<file path="src/VideoTxPkg.sv">
// Video transmit package: register map, colour widths and panel command code
`default_nettype none

package VideoTxPkg;

	// --------------------------------------------------
	// Data widths
	// --------------------------------------------------
	// RGB565 on the panel side
	localparam int cDstColorDepth = 16;
	localparam int cAlphaWidth    = 8;
	// USI data and address width
	localparam int cUsiBusWidth   = 16;

	// --------------------------------------------------
	// Register map
	// --------------------------------------------------
	localparam logic [cUsiBusWidth-1:0] cRegCtrl       = 16'h0000;
	localparam logic [cUsiBusWidth-1:0] cRegBack       = 16'h0001;
	// Read only, current line
	localparam logic [cUsiBusWidth-1:0] cRegStatus     = 16'h0002;
	// Eight addresses per rectangle
	localparam logic [cUsiBusWidth-1:0] cRegSquareBase = 16'h0010;

	// Offsets inside one rectangle slot
	localparam logic [2:0] cSqLeft  = 3'd0;
	localparam logic [2:0] cSqRight = 3'd1;
	localparam logic [2:0] cSqTop   = 3'd2;
	localparam logic [2:0] cSqUnder = 3'd3;
	localparam logic [2:0] cSqColor = 3'd4;
	localparam logic [2:0] cSqAlpha = 3'd5;

	// Draw threshold, no blending
	localparam logic [cAlphaWidth-1:0] cAlphaOpaque = 8'h80;

	// Panel memory write command
	localparam logic [cDstColorDepth-1:0] cRamWrCmd = 16'h002C;

	// Position counter width, wide enough for both raster dimensions
	function automatic int fPosWidth(input int h, input int v);
		return $clog2((h > v ? h : v) + 1);
	endfunction

endpackage

`default_nettype wire

</file>
<file path="src/VideoStreamIf.sv">
// Video pixel stream between pipeline stages: pixel, valid, frame flag, ready strobe
`default_nettype none

interface VideoStreamIf
	import VideoTxPkg::*;
();

	// Pixel word
	logic [cDstColorDepth-1:0] pd;
	// Valid level
	logic                      vd;
	// First pixel of frame
	logic                      fd;
	// Ready strobe from the sink
	logic                      rs;

	// Producer side
	modport source (output pd, output vd, output fd, input rs);
	// Consumer side
	modport sink (input pd, input vd, input fd, output rs);

endinterface

`default_nettype wire

</file>
<file path="src/VideoPixelGenUnit.sv">
// Video pixel generator: raster scan with opaque rectangle compositing into RGB565
`default_nettype none

module VideoPixelGenUnit
	import VideoTxPkg::*;
#(
	parameter int pVHA       = 320,
	parameter int pVVA       = 240,
	parameter int pSquareNum = 2,
	localparam int lpPosW    = fPosWidth(pVHA, pVVA)
)(
	input  logic                      iSCLK,
	input  logic                      arstN,
	// Settings
	input  logic                      enable,
	input  logic [cDstColorDepth-1:0] backColor,
	input  logic [cUsiBusWidth-1:0]   sqLeft  [pSquareNum],
	input  logic [cUsiBusWidth-1:0]   sqRight [pSquareNum],
	input  logic [cUsiBusWidth-1:0]   sqTop   [pSquareNum],
	input  logic [cUsiBusWidth-1:0]   sqUnder [pSquareNum],
	input  logic [cDstColorDepth-1:0] sqColor [pSquareNum],
	input  logic [cAlphaWidth-1:0]    sqAlpha [pSquareNum],
	// Current line for status
	output logic [lpPosW-1:0]         vPos,
	// Pixel stream toward FIFO
	VideoStreamIf.source              out
);

	// --------------------------------------------------
	// Raster position and output stage
	// --------------------------------------------------
	logic [lpPosW-1:0]         qHPos;
	logic [lpPosW-1:0]         qVPos;
	// Frame in progress
	logic                      qRun;
	logic                      qVd;
	logic                      qFd;
	logic [cDstColorDepth-1:0] qPd;
	logic                      wLoad;
	logic [cDstColorDepth-1:0] wColor;
	logic [cUsiBusWidth-1:0]   wX;
	logic [cUsiBusWidth-1:0]   wY;

	// Output register empty or being taken
	assign wLoad = !qVd || out.rs;

	assign wX = cUsiBusWidth'(qHPos);
	assign wY = cUsiBusWidth'(qVPos);

	// Lowest index wins, so scan from the top down
	always_comb
	begin
		wColor = backColor;
		for (int i = pSquareNum - 1; i >= 0; i--)
		begin
			if (sqAlpha[i] >= cAlphaOpaque
				&& wX >= sqLeft[i] && wX <= sqRight[i]
				&& wY >= sqTop[i] && wY <= sqUnder[i])
			begin
				wColor = sqColor[i];
			end
		end
	end

	always_ff @(posedge iSCLK or negedge arstN)
	begin
		if (!arstN)
		begin
			qHPos <= '0;
			qVPos <= '0;
			qRun  <= 1'b0;
			qVd   <= 1'b0;
			qFd   <= 1'b0;
		end
		else
		begin
			// Idle only at (0,0), enable looked at here
			if (!qRun)
			begin
				qRun <= enable;
			end
			if (wLoad)
			begin
				qVd <= qRun;
				if (qRun)
				begin
					qFd <= (qHPos == '0) && (qVPos == '0);
					// Advance, wrap at end of line and frame
					if (qHPos == lpPosW'(pVHA - 1))
					begin
						qHPos <= '0;
						if (qVPos == lpPosW'(pVVA - 1))
						begin
							qVPos <= '0;
							qRun  <= 1'b0;
						end
						else
						begin
							qVPos <= qVPos + 1'b1;
						end
					end
					else
					begin
						qHPos <= qHPos + 1'b1;
					end
				end
			end
		end
	end

	// Pixel payload
	always_ff @(posedge iSCLK)
	begin
		if (wLoad && qRun)
		begin
			qPd <= wColor;
		end
	end

	assign out.pd = qPd;
	assign out.vd = qVd;
	assign out.fd = qFd;
	assign vPos   = qVPos;

endmodule

`default_nettype wire

</file>
<file path="src/VideoTftUnit.sv">
// Video TFT unit: command and pixel words onto the 8080 style parallel panel bus
`default_nettype none

module VideoTftUnit
	import VideoTxPkg::*;
#(
	parameter int pVHA = 320,
	parameter int pVVA = 240
)(
	input  logic                      iSCLK,
	input  logic                      arstN,
	// Pixel stream from FIFO
	VideoStreamIf.sink                in,
	// Panel bus
	output logic [cDstColorDepth-1:0] dq,
	output logic                      wrx,
	output logic                      dcx,
	output logic                      csx,
	output logic                      rdx,
	output logic                      videoRst
);

	localparam int lpCntW = $clog2(pVHA * pVVA + 1);

	// --------------------------------------------------
	// State codes
	// --------------------------------------------------
	localparam logic [2:0] lpIdle  = 3'd0;
	localparam logic [2:0] lpCmdLo = 3'd1;
	localparam logic [2:0] lpCmdHi = 3'd2;
	localparam logic [2:0] lpPixLo = 3'd3;
	localparam logic [2:0] lpPixHi = 3'd4;

	logic [2:0]                qState;
	logic [lpCntW-1:0]         qCnt;
	logic [cDstColorDepth-1:0] qPix;
	logic [cDstColorDepth-1:0] qDq;
	logic                      qWrx;
	logic                      qDcx;
	logic                      qCsx;
	logic                      wLast;
	logic                      wTake;

	// Last pixel of the frame on the bus
	assign wLast = (qCnt == lpCntW'(pVHA * pVVA - 1));
	// Ready in idle, or back to back after a pixel unless the frame closes
	assign in.rs = (qState == lpIdle) || (qState == lpPixHi && !wLast);
	assign wTake = in.vd && in.rs;

	// Pixel held while the command goes out
	always_ff @(posedge iSCLK)
	begin
		if (wTake)
		begin
			qPix <= in.pd;
		end
	end

	// --------------------------------------------------
	// Bus sequencer, WRX low then high per word
	// --------------------------------------------------
	always_ff @(posedge iSCLK or negedge arstN)
	begin
		if (!arstN)
		begin
			qState <= lpIdle;
			qCnt   <= '0;
			qDq    <= '0;
			qWrx   <= 1'b1;
			qDcx   <= 1'b1;
			qCsx   <= 1'b1;
		end
		else
		begin
			case (qState)
				lpCmdLo:
				begin
					// Panel latches command here
					qWrx   <= 1'b1;
					qState <= lpCmdHi;
				end
				lpCmdHi:
				begin
					qDq    <= qPix;
					qDcx   <= 1'b1;
					qWrx   <= 1'b0;
					qState <= lpPixLo;
				end
				lpPixLo:
				begin
					qWrx   <= 1'b1;
					qState <= lpPixHi;
				end
				default:
				begin
					// Pixel done, count it and close frame on the last
					if (qState == lpPixHi)
					begin
						qState <= lpIdle;
						if (wLast)
						begin
							qCsx <= 1'b1;
							qCnt <= '0;
						end
						else
						begin
							qCnt <= qCnt + 1'b1;
						end
					end
					if (wTake)
					begin
						qCsx <= 1'b0;
						qWrx <= 1'b0;
						if (in.fd)
						begin
							// New frame starts with memory write command
							qDq    <= cRamWrCmd;
							qDcx   <= 1'b0;
							qCnt   <= '0;
							qState <= lpCmdLo;
						end
						else
						begin
							qDq    <= in.pd;
							qDcx   <= 1'b1;
							qState <= lpPixLo;
						end
					end
				end
			endcase
		end
	end

	assign dq       = qDq;
	assign wrx      = qWrx;
	assign dcx      = qDcx;
	assign csx      = qCsx;
	// Write only panel, never read, never reset
	assign rdx      = 1'b1;
	assign videoRst = 1'b1;

endmodule

`default_nettype wire

</file>
<file path="src/VideoTxBlock.sv">
// Video transmit block top: register file, pixel generator, FIFO and TFT unit
`default_nettype none

module VideoTxBlock
	import VideoTxPkg::*;
#(
	parameter int pVHA       = 320,
	parameter int pVVA       = 240,
	parameter int pSquareNum = 2,
	parameter int pFifoDepth = 16
)(
	input  logic                      iSCLK,
	input  logic                      arstN,
	// USI register port
	input  logic                      usiWe,
	input  logic [cUsiBusWidth-1:0]   usiAdrs,
	input  logic [cUsiBusWidth-1:0]   usiWd,
	output logic [cUsiBusWidth-1:0]   usiRd,
	// Panel bus
	output logic [cDstColorDepth-1:0] videoDq,
	output logic                      videoWrx,
	output logic                      videoDcx,
	output logic                      videoCsx,
	output logic                      videoRdx,
	output logic                      videoRst
);

	localparam int lpPosW = fPosWidth(pVHA, pVVA);

	// --------------------------------------------------
	// Settings from register file
	// --------------------------------------------------
	logic                      enable;
	logic [cDstColorDepth-1:0] backColor;
	logic [cUsiBusWidth-1:0]   sqLeft  [pSquareNum];
	logic [cUsiBusWidth-1:0]   sqRight [pSquareNum];
	logic [cUsiBusWidth-1:0]   sqTop   [pSquareNum];
	logic [cUsiBusWidth-1:0]   sqUnder [pSquareNum];
	logic [cDstColorDepth-1:0] sqColor [pSquareNum];
	logic [cAlphaWidth-1:0]    sqAlpha [pSquareNum];
	logic [lpPosW-1:0]         vPos;

	// Generator to FIFO, FIFO to TFT
	VideoStreamIf genStream ();
	VideoStreamIf tftStream ();

	VideoTxCsr #(
		.pVHA(pVHA), .pVVA(pVVA), .pSquareNum(pSquareNum)
	) u_VideoTxCsr (
		.iSCLK(iSCLK), .arstN(arstN),
		.usiWe(usiWe), .usiAdrs(usiAdrs), .usiWd(usiWd), .usiRd(usiRd),
		.vPos(vPos),
		.enable(enable), .backColor(backColor),
		.sqLeft(sqLeft), .sqRight(sqRight), .sqTop(sqTop), .sqUnder(sqUnder),
		.sqColor(sqColor), .sqAlpha(sqAlpha)
	);

	VideoPixelGenUnit #(
		.pVHA(pVHA), .pVVA(pVVA), .pSquareNum(pSquareNum)
	) u_VideoPixelGenUnit (
		.iSCLK(iSCLK), .arstN(arstN),
		.enable(enable), .backColor(backColor),
		.sqLeft(sqLeft), .sqRight(sqRight), .sqTop(sqTop), .sqUnder(sqUnder),
		.sqColor(sqColor), .sqAlpha(sqAlpha),
		.vPos(vPos),
		.out(genStream.source)
	);

	VideoTxFifo #(
		.pFifoDepth(pFifoDepth)
	) u_VideoTxFifo (
		.iSCLK(iSCLK), .arstN(arstN),
		.wr(genStream.sink),
		.rd(tftStream.source)
	);

	VideoTftUnit #(
		.pVHA(pVHA), .pVVA(pVVA)
	) u_VideoTftUnit (
		.iSCLK(iSCLK), .arstN(arstN),
		.in(tftStream.sink),
		.dq(videoDq), .wrx(videoWrx), .dcx(videoDcx), .csx(videoCsx),
		.rdx(videoRdx), .videoRst(videoRst)
	);

endmodule

`default_nettype wire

</file>
<file path="src/VideoTxCsr.sv">
// Video transmit register file: panel settings behind the USI write and read port
`default_nettype none

module VideoTxCsr
	import VideoTxPkg::*;
#(
	parameter int pVHA       = 320,
	parameter int pVVA       = 240,
	parameter int pSquareNum = 2,
	localparam int lpPosW    = fPosWidth(pVHA, pVVA)
)(
	input  logic                      iSCLK,
	input  logic                      arstN,
	// USI port
	input  logic                      usiWe,
	input  logic [cUsiBusWidth-1:0]   usiAdrs,
	input  logic [cUsiBusWidth-1:0]   usiWd,
	output logic [cUsiBusWidth-1:0]   usiRd,
	// Status from generator
	input  logic [lpPosW-1:0]         vPos,
	// Settings toward generator
	output logic                      enable,
	output logic [cDstColorDepth-1:0] backColor,
	output logic [cUsiBusWidth-1:0]   sqLeft  [pSquareNum],
	output logic [cUsiBusWidth-1:0]   sqRight [pSquareNum],
	output logic [cUsiBusWidth-1:0]   sqTop   [pSquareNum],
	output logic [cUsiBusWidth-1:0]   sqUnder [pSquareNum],
	output logic [cDstColorDepth-1:0] sqColor [pSquareNum],
	output logic [cAlphaWidth-1:0]    sqAlpha [pSquareNum]
);

	// --------------------------------------------------
	// Rectangle address decode
	// --------------------------------------------------
	logic [cUsiBusWidth-1:0] wSqOfs;
	logic [cUsiBusWidth-4:0] wSqIdx;
	logic                    wSqHit;
	logic [cUsiBusWidth-1:0] wRdData;

	// Offset from base, slot index in upper bits
	assign wSqOfs = usiAdrs - cRegSquareBase;
	assign wSqIdx = wSqOfs[cUsiBusWidth-1:3];
	// Inside the rectangle window
	assign wSqHit = (usiAdrs >= cRegSquareBase)
		&& (wSqOfs < cUsiBusWidth'(pSquareNum * 8));

	// --------------------------------------------------
	// Write side
	// --------------------------------------------------
	always_ff @(posedge iSCLK or negedge arstN)
	begin
		if (!arstN)
		begin
			enable    <= 1'b0;
			backColor <= '0;
			for (int i = 0; i < pSquareNum; i++)
			begin
				sqLeft[i]  <= '0;
				sqRight[i] <= '0;
				sqTop[i]   <= '0;
				sqUnder[i] <= '0;
				sqColor[i] <= '0;
				sqAlpha[i] <= '0;
			end
		end
		else if (usiWe)
		begin
			if (usiAdrs == cRegCtrl)
			begin
				enable <= usiWd[0];
			end
			if (usiAdrs == cRegBack)
			begin
				backColor <= usiWd[cDstColorDepth-1:0];
			end
			// Offsets 6 and 7 unused
			for (int i = 0; i < pSquareNum; i++)
			begin
				if (wSqHit && wSqIdx == i)
				begin
					case (usiAdrs[2:0])
						cSqLeft:  sqLeft[i]  <= usiWd;
						cSqRight: sqRight[i] <= usiWd;
						cSqTop:   sqTop[i]   <= usiWd;
						cSqUnder: sqUnder[i] <= usiWd;
						cSqColor: sqColor[i] <= usiWd[cDstColorDepth-1:0];
						cSqAlpha: sqAlpha[i] <= usiWd[cAlphaWidth-1:0];
						default:  ;
					endcase
				end
			end
		end
	end

	// --------------------------------------------------
	// Read side
	// --------------------------------------------------
	// Unmapped addresses fall through as zero
	always_comb
	begin
		wRdData = '0;
		case (usiAdrs)
			cRegCtrl:   wRdData = cUsiBusWidth'(enable);
			cRegBack:   wRdData = cUsiBusWidth'(backColor);
			cRegStatus: wRdData = cUsiBusWidth'(vPos);
			default:    ;
		endcase
		for (int i = 0; i < pSquareNum; i++)
		begin
			if (wSqHit && wSqIdx == i)
			begin
				case (usiAdrs[2:0])
					cSqLeft:  wRdData = sqLeft[i];
					cSqRight: wRdData = sqRight[i];
					cSqTop:   wRdData = sqTop[i];
					cSqUnder: wRdData = sqUnder[i];
					cSqColor: wRdData = cUsiBusWidth'(sqColor[i]);
					cSqAlpha: wRdData = cUsiBusWidth'(sqAlpha[i]);
					default:  ;
				endcase
			end
		end
	end

	// Registered read data, one cycle after address
	always_ff @(posedge iSCLK or negedge arstN)
	begin
		if (!arstN)
		begin
			usiRd <= '0;
		end
		else
		begin
			usiRd <= wRdData;
		end
	end

endmodule

`default_nettype wire

</file>
<file path="src/VideoTxFifo.sv">
// Video pixel FIFO: single clock buffer of pixel and frame flag with full and empty
`default_nettype none

module VideoTxFifo
	import VideoTxPkg::*;
#(
	parameter int pFifoDepth = 16
)(
	input  logic        iSCLK,
	input  logic        arstN,
	// From generator
	VideoStreamIf.sink   wr,
	// Toward TFT unit
	VideoStreamIf.source rd
);

	localparam int lpAw = $clog2(pFifoDepth);

	// --------------------------------------------------
	// Storage and pointers
	// --------------------------------------------------
	// Frame flag kept above the pixel
	logic [cDstColorDepth:0] mem [pFifoDepth];
	logic [lpAw-1:0]         qWrPtr;
	logic [lpAw-1:0]         qRdPtr;
	logic [lpAw:0]           qCount;
	logic                    wPush;
	logic                    wPop;

	assign wr.rs = (qCount != (lpAw+1)'(pFifoDepth));
	assign rd.vd = (qCount != '0);
	assign wPush = wr.vd && wr.rs;
	assign wPop  = rd.vd && rd.rs;

	always_ff @(posedge iSCLK)
	begin
		if (wPush)
		begin
			mem[qWrPtr] <= {wr.fd, wr.pd};
		end
	end

	// Pointers wrap naturally, depth is a power of two
	always_ff @(posedge iSCLK or negedge arstN)
	begin
		if (!arstN)
		begin
			qWrPtr <= '0;
			qRdPtr <= '0;
			qCount <= '0;
		end
		else
		begin
			if (wPush)
			begin
				qWrPtr <= qWrPtr + 1'b1;
			end
			if (wPop)
			begin
				qRdPtr <= qRdPtr + 1'b1;
			end
			case ({wPush, wPop})
				2'b10:   qCount <= qCount + 1'b1;
				2'b01:   qCount <= qCount - 1'b1;
				default: ;
			endcase
		end
	end

	// Head entry, visible the cycle after the write
	assign {rd.fd, rd.pd} = mem[qRdPtr];

endmodule

`default_nettype wire

</file>
<file path="config.mk">
export PLATFORM = sky130hd
export DESIGN_NAME = VideoTxBlock
export DESIGN_NICKNAME = d
export VERILOG_FILES = /design/src/VideoTxPkg.sv /design/src/VideoStreamIf.sv /design/src/VideoPixelGenUnit.sv /design/src/VideoTftUnit.sv /design/src/VideoTxBlock.sv /design/src/VideoTxCsr.sv /design/src/VideoTxFifo.sv
export SDC_FILE = /design/constraint.sdc
export NUM_CORES = 1
export LEC_CHECK = 0
export ABC_AREA = 0
export BUFFER_PORTS_ARGS = -buffer_cell sky130_fd_sc_hd__buf_4
export CORE_AREA = 2 2 239 241
export DETAILED_ROUTE_END_ITERATION = 10
export DIE_AREA = 0 0 241 243
export PLACE_DENSITY = 0.64
export SETUP_SLACK_MARGIN = 0.3
export SKIP_LAST_GASP = 1
export SYNTH_ARGS = -nofsm -noshare
export SYNTH_HDL_FRONTEND = slang
export SYNTH_SLANG_ARGS = --single-unit
</file>
<file path="constraint.sdc">
create_clock -name iSCLK -period 4.6 [get_ports iSCLK]
set_clock_uncertainty 0.05 [all_clocks]
set_input_delay 0.23 -clock iSCLK [delete_from_list [all_inputs] [get_ports iSCLK]]
set_output_delay 0.23 -clock iSCLK [all_outputs]
set_load 0.05 [all_outputs]
</file>
== Yosys cells after proc, flatten, opt, wreduce, memory -nomap -nowiden ==
Memories as Yosys holds them, arrays and structs flattened.
Cells that the tools add are included.
Cells by class
  reductions and logical operators: 53
  add/sub/neg operators: 8
  bitwise operators: 2
  eq/ne operators: 18
  muxes and demuxes: 36
  $lt $le $gt $ge: 12
Operator list (number)
  $pmux 16 s6: 2
  $mux 16: 6
  $mux 17: 4
  $ge 9x16->1: 4
  $le 9x16->1: 4
  $pmux 16 s3: 1
  $reduce_and 3->1: 14
  $pmux 16 s2: 1
  $add 9x1->9 const B: 2
  $logic_not 9->1: 2
  $mux 9: 2
  $add 17x1->17 const B: 1
  $eq 17x17->1 const B: 1
  $eq 16x1->1 const B: 1
  $eq 16x2->1 const B: 1
  $ge 16x5->1 const B: 1
  $ge 8x8->1 const B: 2
  $logic_and 1x1->1: 16
  $logic_not 16->1: 1
  $lt 16x5->1 const B: 1
  $sub 16x5->16 const B: 1
  $eq 13x1->1 const B: 1
  $logic_not 13->1: 1
  $mux 1: 13
  26 further kinds: 46
Word-level totals
  logic and storage cells: 161
  bits in writable memories: 272
  output and inout bits: 37
  memories kept: 1
  register bits: 314
  input bits: 35
Memories
  u_VideoTxFifo.mem: words 16, bits a word 17, rd ports 1, clocked after Yosys merged registers in 0, wr ports 1, line VideoTxFifo.sv:23  | logic [cDstColorDepth:0] mem [pFifoDepth];

== Depth between registers and ports, before layout ==
  depth after elaboration: 7
  depth in mapped cells: 17
  depth with buffers taken out: 16

== Cells and area by module ==
From an unflattened synthesis, not the netlist that was laid out.
Second synthesis, totals
  cells, all modules: 1964
  area total of the unflattened synthesis: 27787.9 um^2
Modules (own cells, without submodules)
  VideoTxFifo: cells each 577, instances 1, area an instance 11268.3 um^2, seq. area each 8493.1 um^2
  VideoTxCsr: cells each 753, instances 1, area an instance 10079.7 um^2, seq. area each 5230.0 um^2
  VideoPixelGenUnit: cells each 416, instances 1, area an instance 3935.0 um^2, seq. area each 1006.0 um^2
  VideoTftUnit: cells each 218, instances 1, area an instance 2504.9 um^2, seq. area each 1460.2 um^2

== Least setup slack after synthesis ==
No wires, ideal clock.
  path kind: register -> register
  from: register u_VideoTftUnit.qCnt[15]
  to: register u_VideoTxFifo.qCount[4]
  required time: 4.425 ns
  path slack: 1.024 ns
  buffers on the path: 1
  stages on the path, launching flop included: 17
  arrival time: 3.401 ns
  setup time: 0.125 ns
  period minus slack after synthesis: 3.576 ns
  cell sequence: dfrtp_1 > nand4bb_1 > nor4b_1 > nor3b_1 > nand2_1 > nand2b_1 > inv_2 > clkbuf_1 > ha_1 > inv_1 > fa_1 > inv_1 > a21o_1 > a21oi_1 > xnor2_1 > nor2_1 > xor2_1
Between the ends
  cells in the longest elaborated chain, start to end: 7
  elaborated cells on any way between the ends: 9
  those cells by class: eq/ne (3); mux (1); reduce/logical (5)
RTL lines
  from (decl): line VideoTftUnit.sv:35  | logic [lpCntW-1:0] qCnt;
  from (signal assigned): line VideoTftUnit.sv:107  | qCnt <= qCnt + 1'b1;
  $eq 17x17->1 (*): line VideoTftUnit.sv:45  | assign wLast = (qCnt == lpCntW'(pVHA * pVVA - 1));
  $logic_not 1->1 (*): line VideoTftUnit.sv:47  | assign in.rs = (qState == lpIdle) || (qState == lpPixHi && !wLast);
  $logic_and 1x1->1 (*): line VideoTftUnit.sv:47
  $logic_or 1x1->1 (*): line VideoTftUnit.sv:47
  $logic_and 1x1->1 (*)
  named net u_VideoTftUnit.wTake: line VideoTftUnit.sv:42  | logic wTake;
  $eq 2x1->1 / $eq 2x2->1 (equally long branches): line VideoTxFifo.sv:62  | case ({wPush, wPop})
  $pmux 5 s2 / $reduce_bool 2->1 (equally long branches)
  to (signal assigned): line VideoTxFifo.sv:63  | 2'b10: qCount <= qCount + 1'b1;
  to (signal assigned): line VideoTxFifo.sv:64  | 2'b01: qCount <= qCount - 1'b1;
  to (decl): line VideoTxFifo.sv:26  | logic [lpAw:0] qCount;
Mark *: on every way through the listed nets, which the timed path passes. The rest lies on a longest branch.
A chain may end at the register's enable or synchronous reset.

== Worst setup path after layout ==
  from: register u_VideoTftUnit.qCnt[15]
  to: register u_VideoTxFifo.qCount[4]
Between the ends
  cells in the longest elaborated chain, start to end: 7
  elaborated cells on any way between the ends: 9
  those cells by class: eq/ne (3); mux (1); reduce/logical (5)
RTL lines
  $eq 17x17->1 (*): line VideoTftUnit.sv:45
  $logic_not 1->1 (*): line VideoTftUnit.sv:47
  $logic_and 1x1->1 (*): line VideoTftUnit.sv:47
  $logic_or 1x1->1 (*): line VideoTftUnit.sv:47
  $logic_and 1x1->1 (*): line VideoTxFifo.sv:33  | assign wPop = rd.vd && rd.rs;
  $eq 2x1->1 / $eq 2x2->1 (equally long branches): line VideoTxFifo.sv:62
  $pmux 5 s2 / $reduce_bool 2->1 (equally long branches)
Every way passes the cells marked *; elsewhere a longest branch is shown, timed or not.

==> impl_metrics.ini <==
[worst_setup_path]
end_kind = flip-flop
rrSetupSlack_ns = 0.93
crit_required_ns = 5.06
crit_chain = nand4bb_1, nor4b_1, nor3b_1, nand2_1, nand2b_1, inv_2, ha_1, inv_1, fa_1, inv_1, a21o_1, a21oi_1, xnor2_1, nor2_1, xor2_1
critical_path.top_delay_family = simple AND/OR/NAND/NOR gates
endpoint = u_VideoTxFifo.qCount[4]
rr_startpoint = u_VideoTftUnit.qCnt[15]
crit_type = reg2reg
worst_r2r_endpoint = u_VideoTxFifo.qCount[4]
worstPathMaxFanout = 40
worst_r2r_path_depth = 15
setup.worst_path.start_class = flip-flop
cp_num_buf_inv = 3
critPathArrivalTime_ns = 4.13
slowest_stage = nor4b_1
startpoint = u_VideoTftUnit.qCnt[15]
cpPeakStageDelay_ns = 0.54
worst_path_most_repeated_cell = inv_1
crit_cells = 15

[power_and_ir_drop]
p_leak_nw = 12.2
swShare_pct = 27.0
p_clk_share_pct = 37.9
power_frac_comb_pct = 17.3
pwr-share-seq_pct = 44.8
powerDensity_nw_per_um2 = 443
p_int_mw = 9.80
peakVddDrop_mv = 0.393
p_sw_mw = 3.62

[cells_and_area]
final_common_cell = edfxtp_1
fillerInstances = 4601
layout.area.seq_sq_um = 16200
diodes = 0
final_cell_mix = edfxtp_1 (304), dfrtp_1 (277), mux2_1 (165)
fin_nets = 2083
layout-drive-gt1-share_pct = 18.9
final_util_pct = 54.2
multi_input_area_sq_um = 9680
area_delta_synth_final_pct = 14.1

[synthesis]
syn_inst = 1863
yosys_warnings = 0
synthesis.area_sq_um = 26600
ys_types = 73
yosysSeqAreaShare_pct = 60.9
async_flop_share_pct = 48.1
synth_edf_count = 304
ys.flop_type = edfxtp_1
ys_ff_latch = 586
syn_area_per_cell_sq_um = 14.3

[cts]
cts.sinks = 586
cts_tree = done
clk_pin_slew_ns = 0.06
cts_setup_buffers = 0
post_cts_resized = 0
cts-hold-fix-buffers = 20
cts_inserted_buffers = 60
root_buffer = clkbuf_16
clk_latency_ns = 0.64
cts_max_path_buffers = 3
htreeDepth = 2

[floorplanning]
fp.coreArea_sq_um = 56000
num_rows = 87
die_h_um = 243
ios = 72
start_util_pct = 47.5
die_area_sq_um = 58600
fp.dieW_um = 241

[run_status]
status = completed

[global_routing]
grtUsageTotal_pct = 23.2
first_global_vias = 16523
grt_max_degree = 102
grt_overflow = 0
grt_pass1_wl_um = 102000
antenna_found_initial = 0

[sta]
fmax_mhz = 273
finalCriticalPeriod_ns = 3.67
maxSlewViolCount = 0
tightest_slew_ns = 1.12
setup_viol = 0
finalSetupTns_ns = 0
relSlewSlack_pct = 25.0
rsz0062_at_grt = no
final.period_utilization_pct = 79.7
finalHoldViolations = 0

[route]
final_antenna_net_count = 0
routed_wl_um = 66700
wl_per_cell_um = 24.1
drc = 0
vias_per_cell = 5.84
vias = 16140
drt_iter0_drc = 1420
drt_pre_antenna_iters = 5

[job]
maxCapViolations = 0

[placed_design]
io_buffers = 69
dp.final_hpwl_um = 44200
gp_congestion = 0.920

[hold_path]
holdCritPathClass = in2async
[layout make-up]
class,count,area share (%)
Clock buffer,79,5.42
Clock inverter,32,1.40
Inverter,92,1.14
Multi-Input combinational cell,1085,31.9
Sequential cell,586,53.4
Tap cell,756,3.12
Timing Repair Buffer,134,3.59
[cell families (layout without fill, tap and decap cells)]
kind of cell	Yosys count	in the layout	synth area share, %
and+or+nand+nor	364	364	6.57
adders and majority gates	89	89	4.22
buffers and inverters	193	337	2.92
muxes	331	331	17.9
xor gates and xnor gates	27	27	0.890
DFF	586	586	60.9
other	1	2	0.0141
AOI/OAI and AO/OA	272	272	6.55
[through the flow]
step | cells | setup WS (ns) | hold WS, ns | power, mW | cell area (sq um)
4_1_cts | 2764 | 0.866 | 0.0532 | 13.6 | 30300
2_1_floorplan | 1864 | 1.02 | -0.116 | 7.78 | 26600
3_5_place_dp | 2633 | 0.880 | 0.142 | 8.46 | 28100
5_1_grt | 2764 | 0.517 | 0.0947 | 14.0 | 30300
3_3_place_gp | 2633 | 0.939 | 0.133 | 8.43 | 28100
6_report | 2764 | 0.932 | 0.0646 | 13.4 | 30300
[layer usage]
layer	routed length [um]	share of wire, %	GRT usage, %
met1	28600	43	31.3
met2	32900	49	39.0
met3	3210	4.8	3.26
met4	2110	3.2	7.39
met5	0	0	0
[synthesized netlist by cell type, types with 11 or more instances]
| master | number | area [sq um] |
|---|---|---|
| a21o_1 | 11 | 82.6 |
| xor2_1 | 11 | 96.3 |
| and3_1 | 14 | 87.6 |
| a21oi_1 | 54 | 270 |
| nand2_1 | 103 | 387 |
| o21ai_1 | 38 | 190 |
| mux2_2 | 29 | 327 |
| a31oi_1 | 18 | 113 |
| mux2_4 | 20 | 300 |
| a22oi_1 | 35 | 263 |
| nor2b_1 | 12 | 75.1 |
| ha_1 | 88 | 1100 |
| mux2_1 | 165 | 1860 |
| inv_1 | 90 | 338 |
| o21ai_0 | 40 | 200 |
| xnor2_1 | 16 | 140 |
| nand4_1 | 14 | 87.6 |
| o22ai_1 | 21 | 131 |
| nor3_1 | 17 | 85.1 |
| nor4_1 | 18 | 113 |
| clkbuf_1 | 68 | 255 |
| dfrtp_1 | 279 | 6980 |
| nor2_1 | 106 | 398 |
| mux2i_1 | 28 | 280 |
| mux4_2 | 89 | 2000 |
| buf_2 | 17 | 85.1 |
| nand3_1 | 38 | 190 |
| edfxtp_1 | 304 | 9130 |
[state kept, by name, summed over array words and instances (netlist names), 3 cells and up]
name	count
u_VideoTxCsr.sqLeft	32
u_VideoTxCsr.sqAlpha	16
u_VideoTxFifo.qWrPtr	4
u_VideoTxCsr.sqTop	32
u_VideoTxCsr.sqColor	32
u_VideoTxCsr.sqUnder	32
u_VideoPixelGenUnit.qHPos	9
u_VideoPixelGenUnit.vPos	9
u_VideoTxCsr.backColor	16
u_VideoTftUnit.qCnt	17
u_VideoTxFifo.qRdPtr	4
u_VideoTxCsr.usiRd	16
u_VideoTxCsr.sqRight	32
u_VideoTxFifo.mem	272
u_VideoTftUnit.dq	16
u_VideoPixelGenUnit.out.pd	16
u_VideoTftUnit.qState	3
u_VideoTftUnit.qPix	16
u_VideoTxFifo.qCount	5
[worst min path at each step]
stage / startpoint / endpoint / slack [ns] / depth (start not counted)
after floorplan: arstN / u_VideoPixelGenUnit.out.fd / -0.12 / 0
after global placement: arstN / u_VideoTftUnit.dq[4] / 0.13 / 1
after detailed placement: arstN / u_VideoTftUnit.dq[4] / 0.14 / 1
after CTS: arstN / u_VideoTftUnit.dq[4] / 0.05 / 2
after global routing: arstN / u_VideoTftUnit.dq[4] / 0.09 / 2
final: arstN / u_VideoTftUnit.dq[4] / 0.06 / 2
[worst register-to-register path, cell delays in order (launching register included)]
cell       delay [ns]
dfrtp_1          0.41
nand4bb_1        0.21
nor4b_1          0.54
nor3b_1          0.39
nand2_1          0.13
nand2b_1         0.13
inv_2            0.28
ha_1             0.36
inv_1            0.11
fa_1             0.21
inv_1            0.05
a21o_1           0.17
a21oi_1          0.17
xnor2_1          0.13
nor2_1           0.06
xor2_1           0.14
[power by group through the flow]
stage	combinational, mW	clock [mW]	sequential (mW)
4_1_cts	2.36	5.20	6.02
3_5_place_dp	2.33	0	6.12
5_1_grt	2.52	5.40	6.05
6_report	2.33	5.09	6.01
3_3_place_gp	2.31	0	6.12
2_1_floorplan	1.56	0	6.23
No activity file was read; power rests on OpenSTA's default activity.
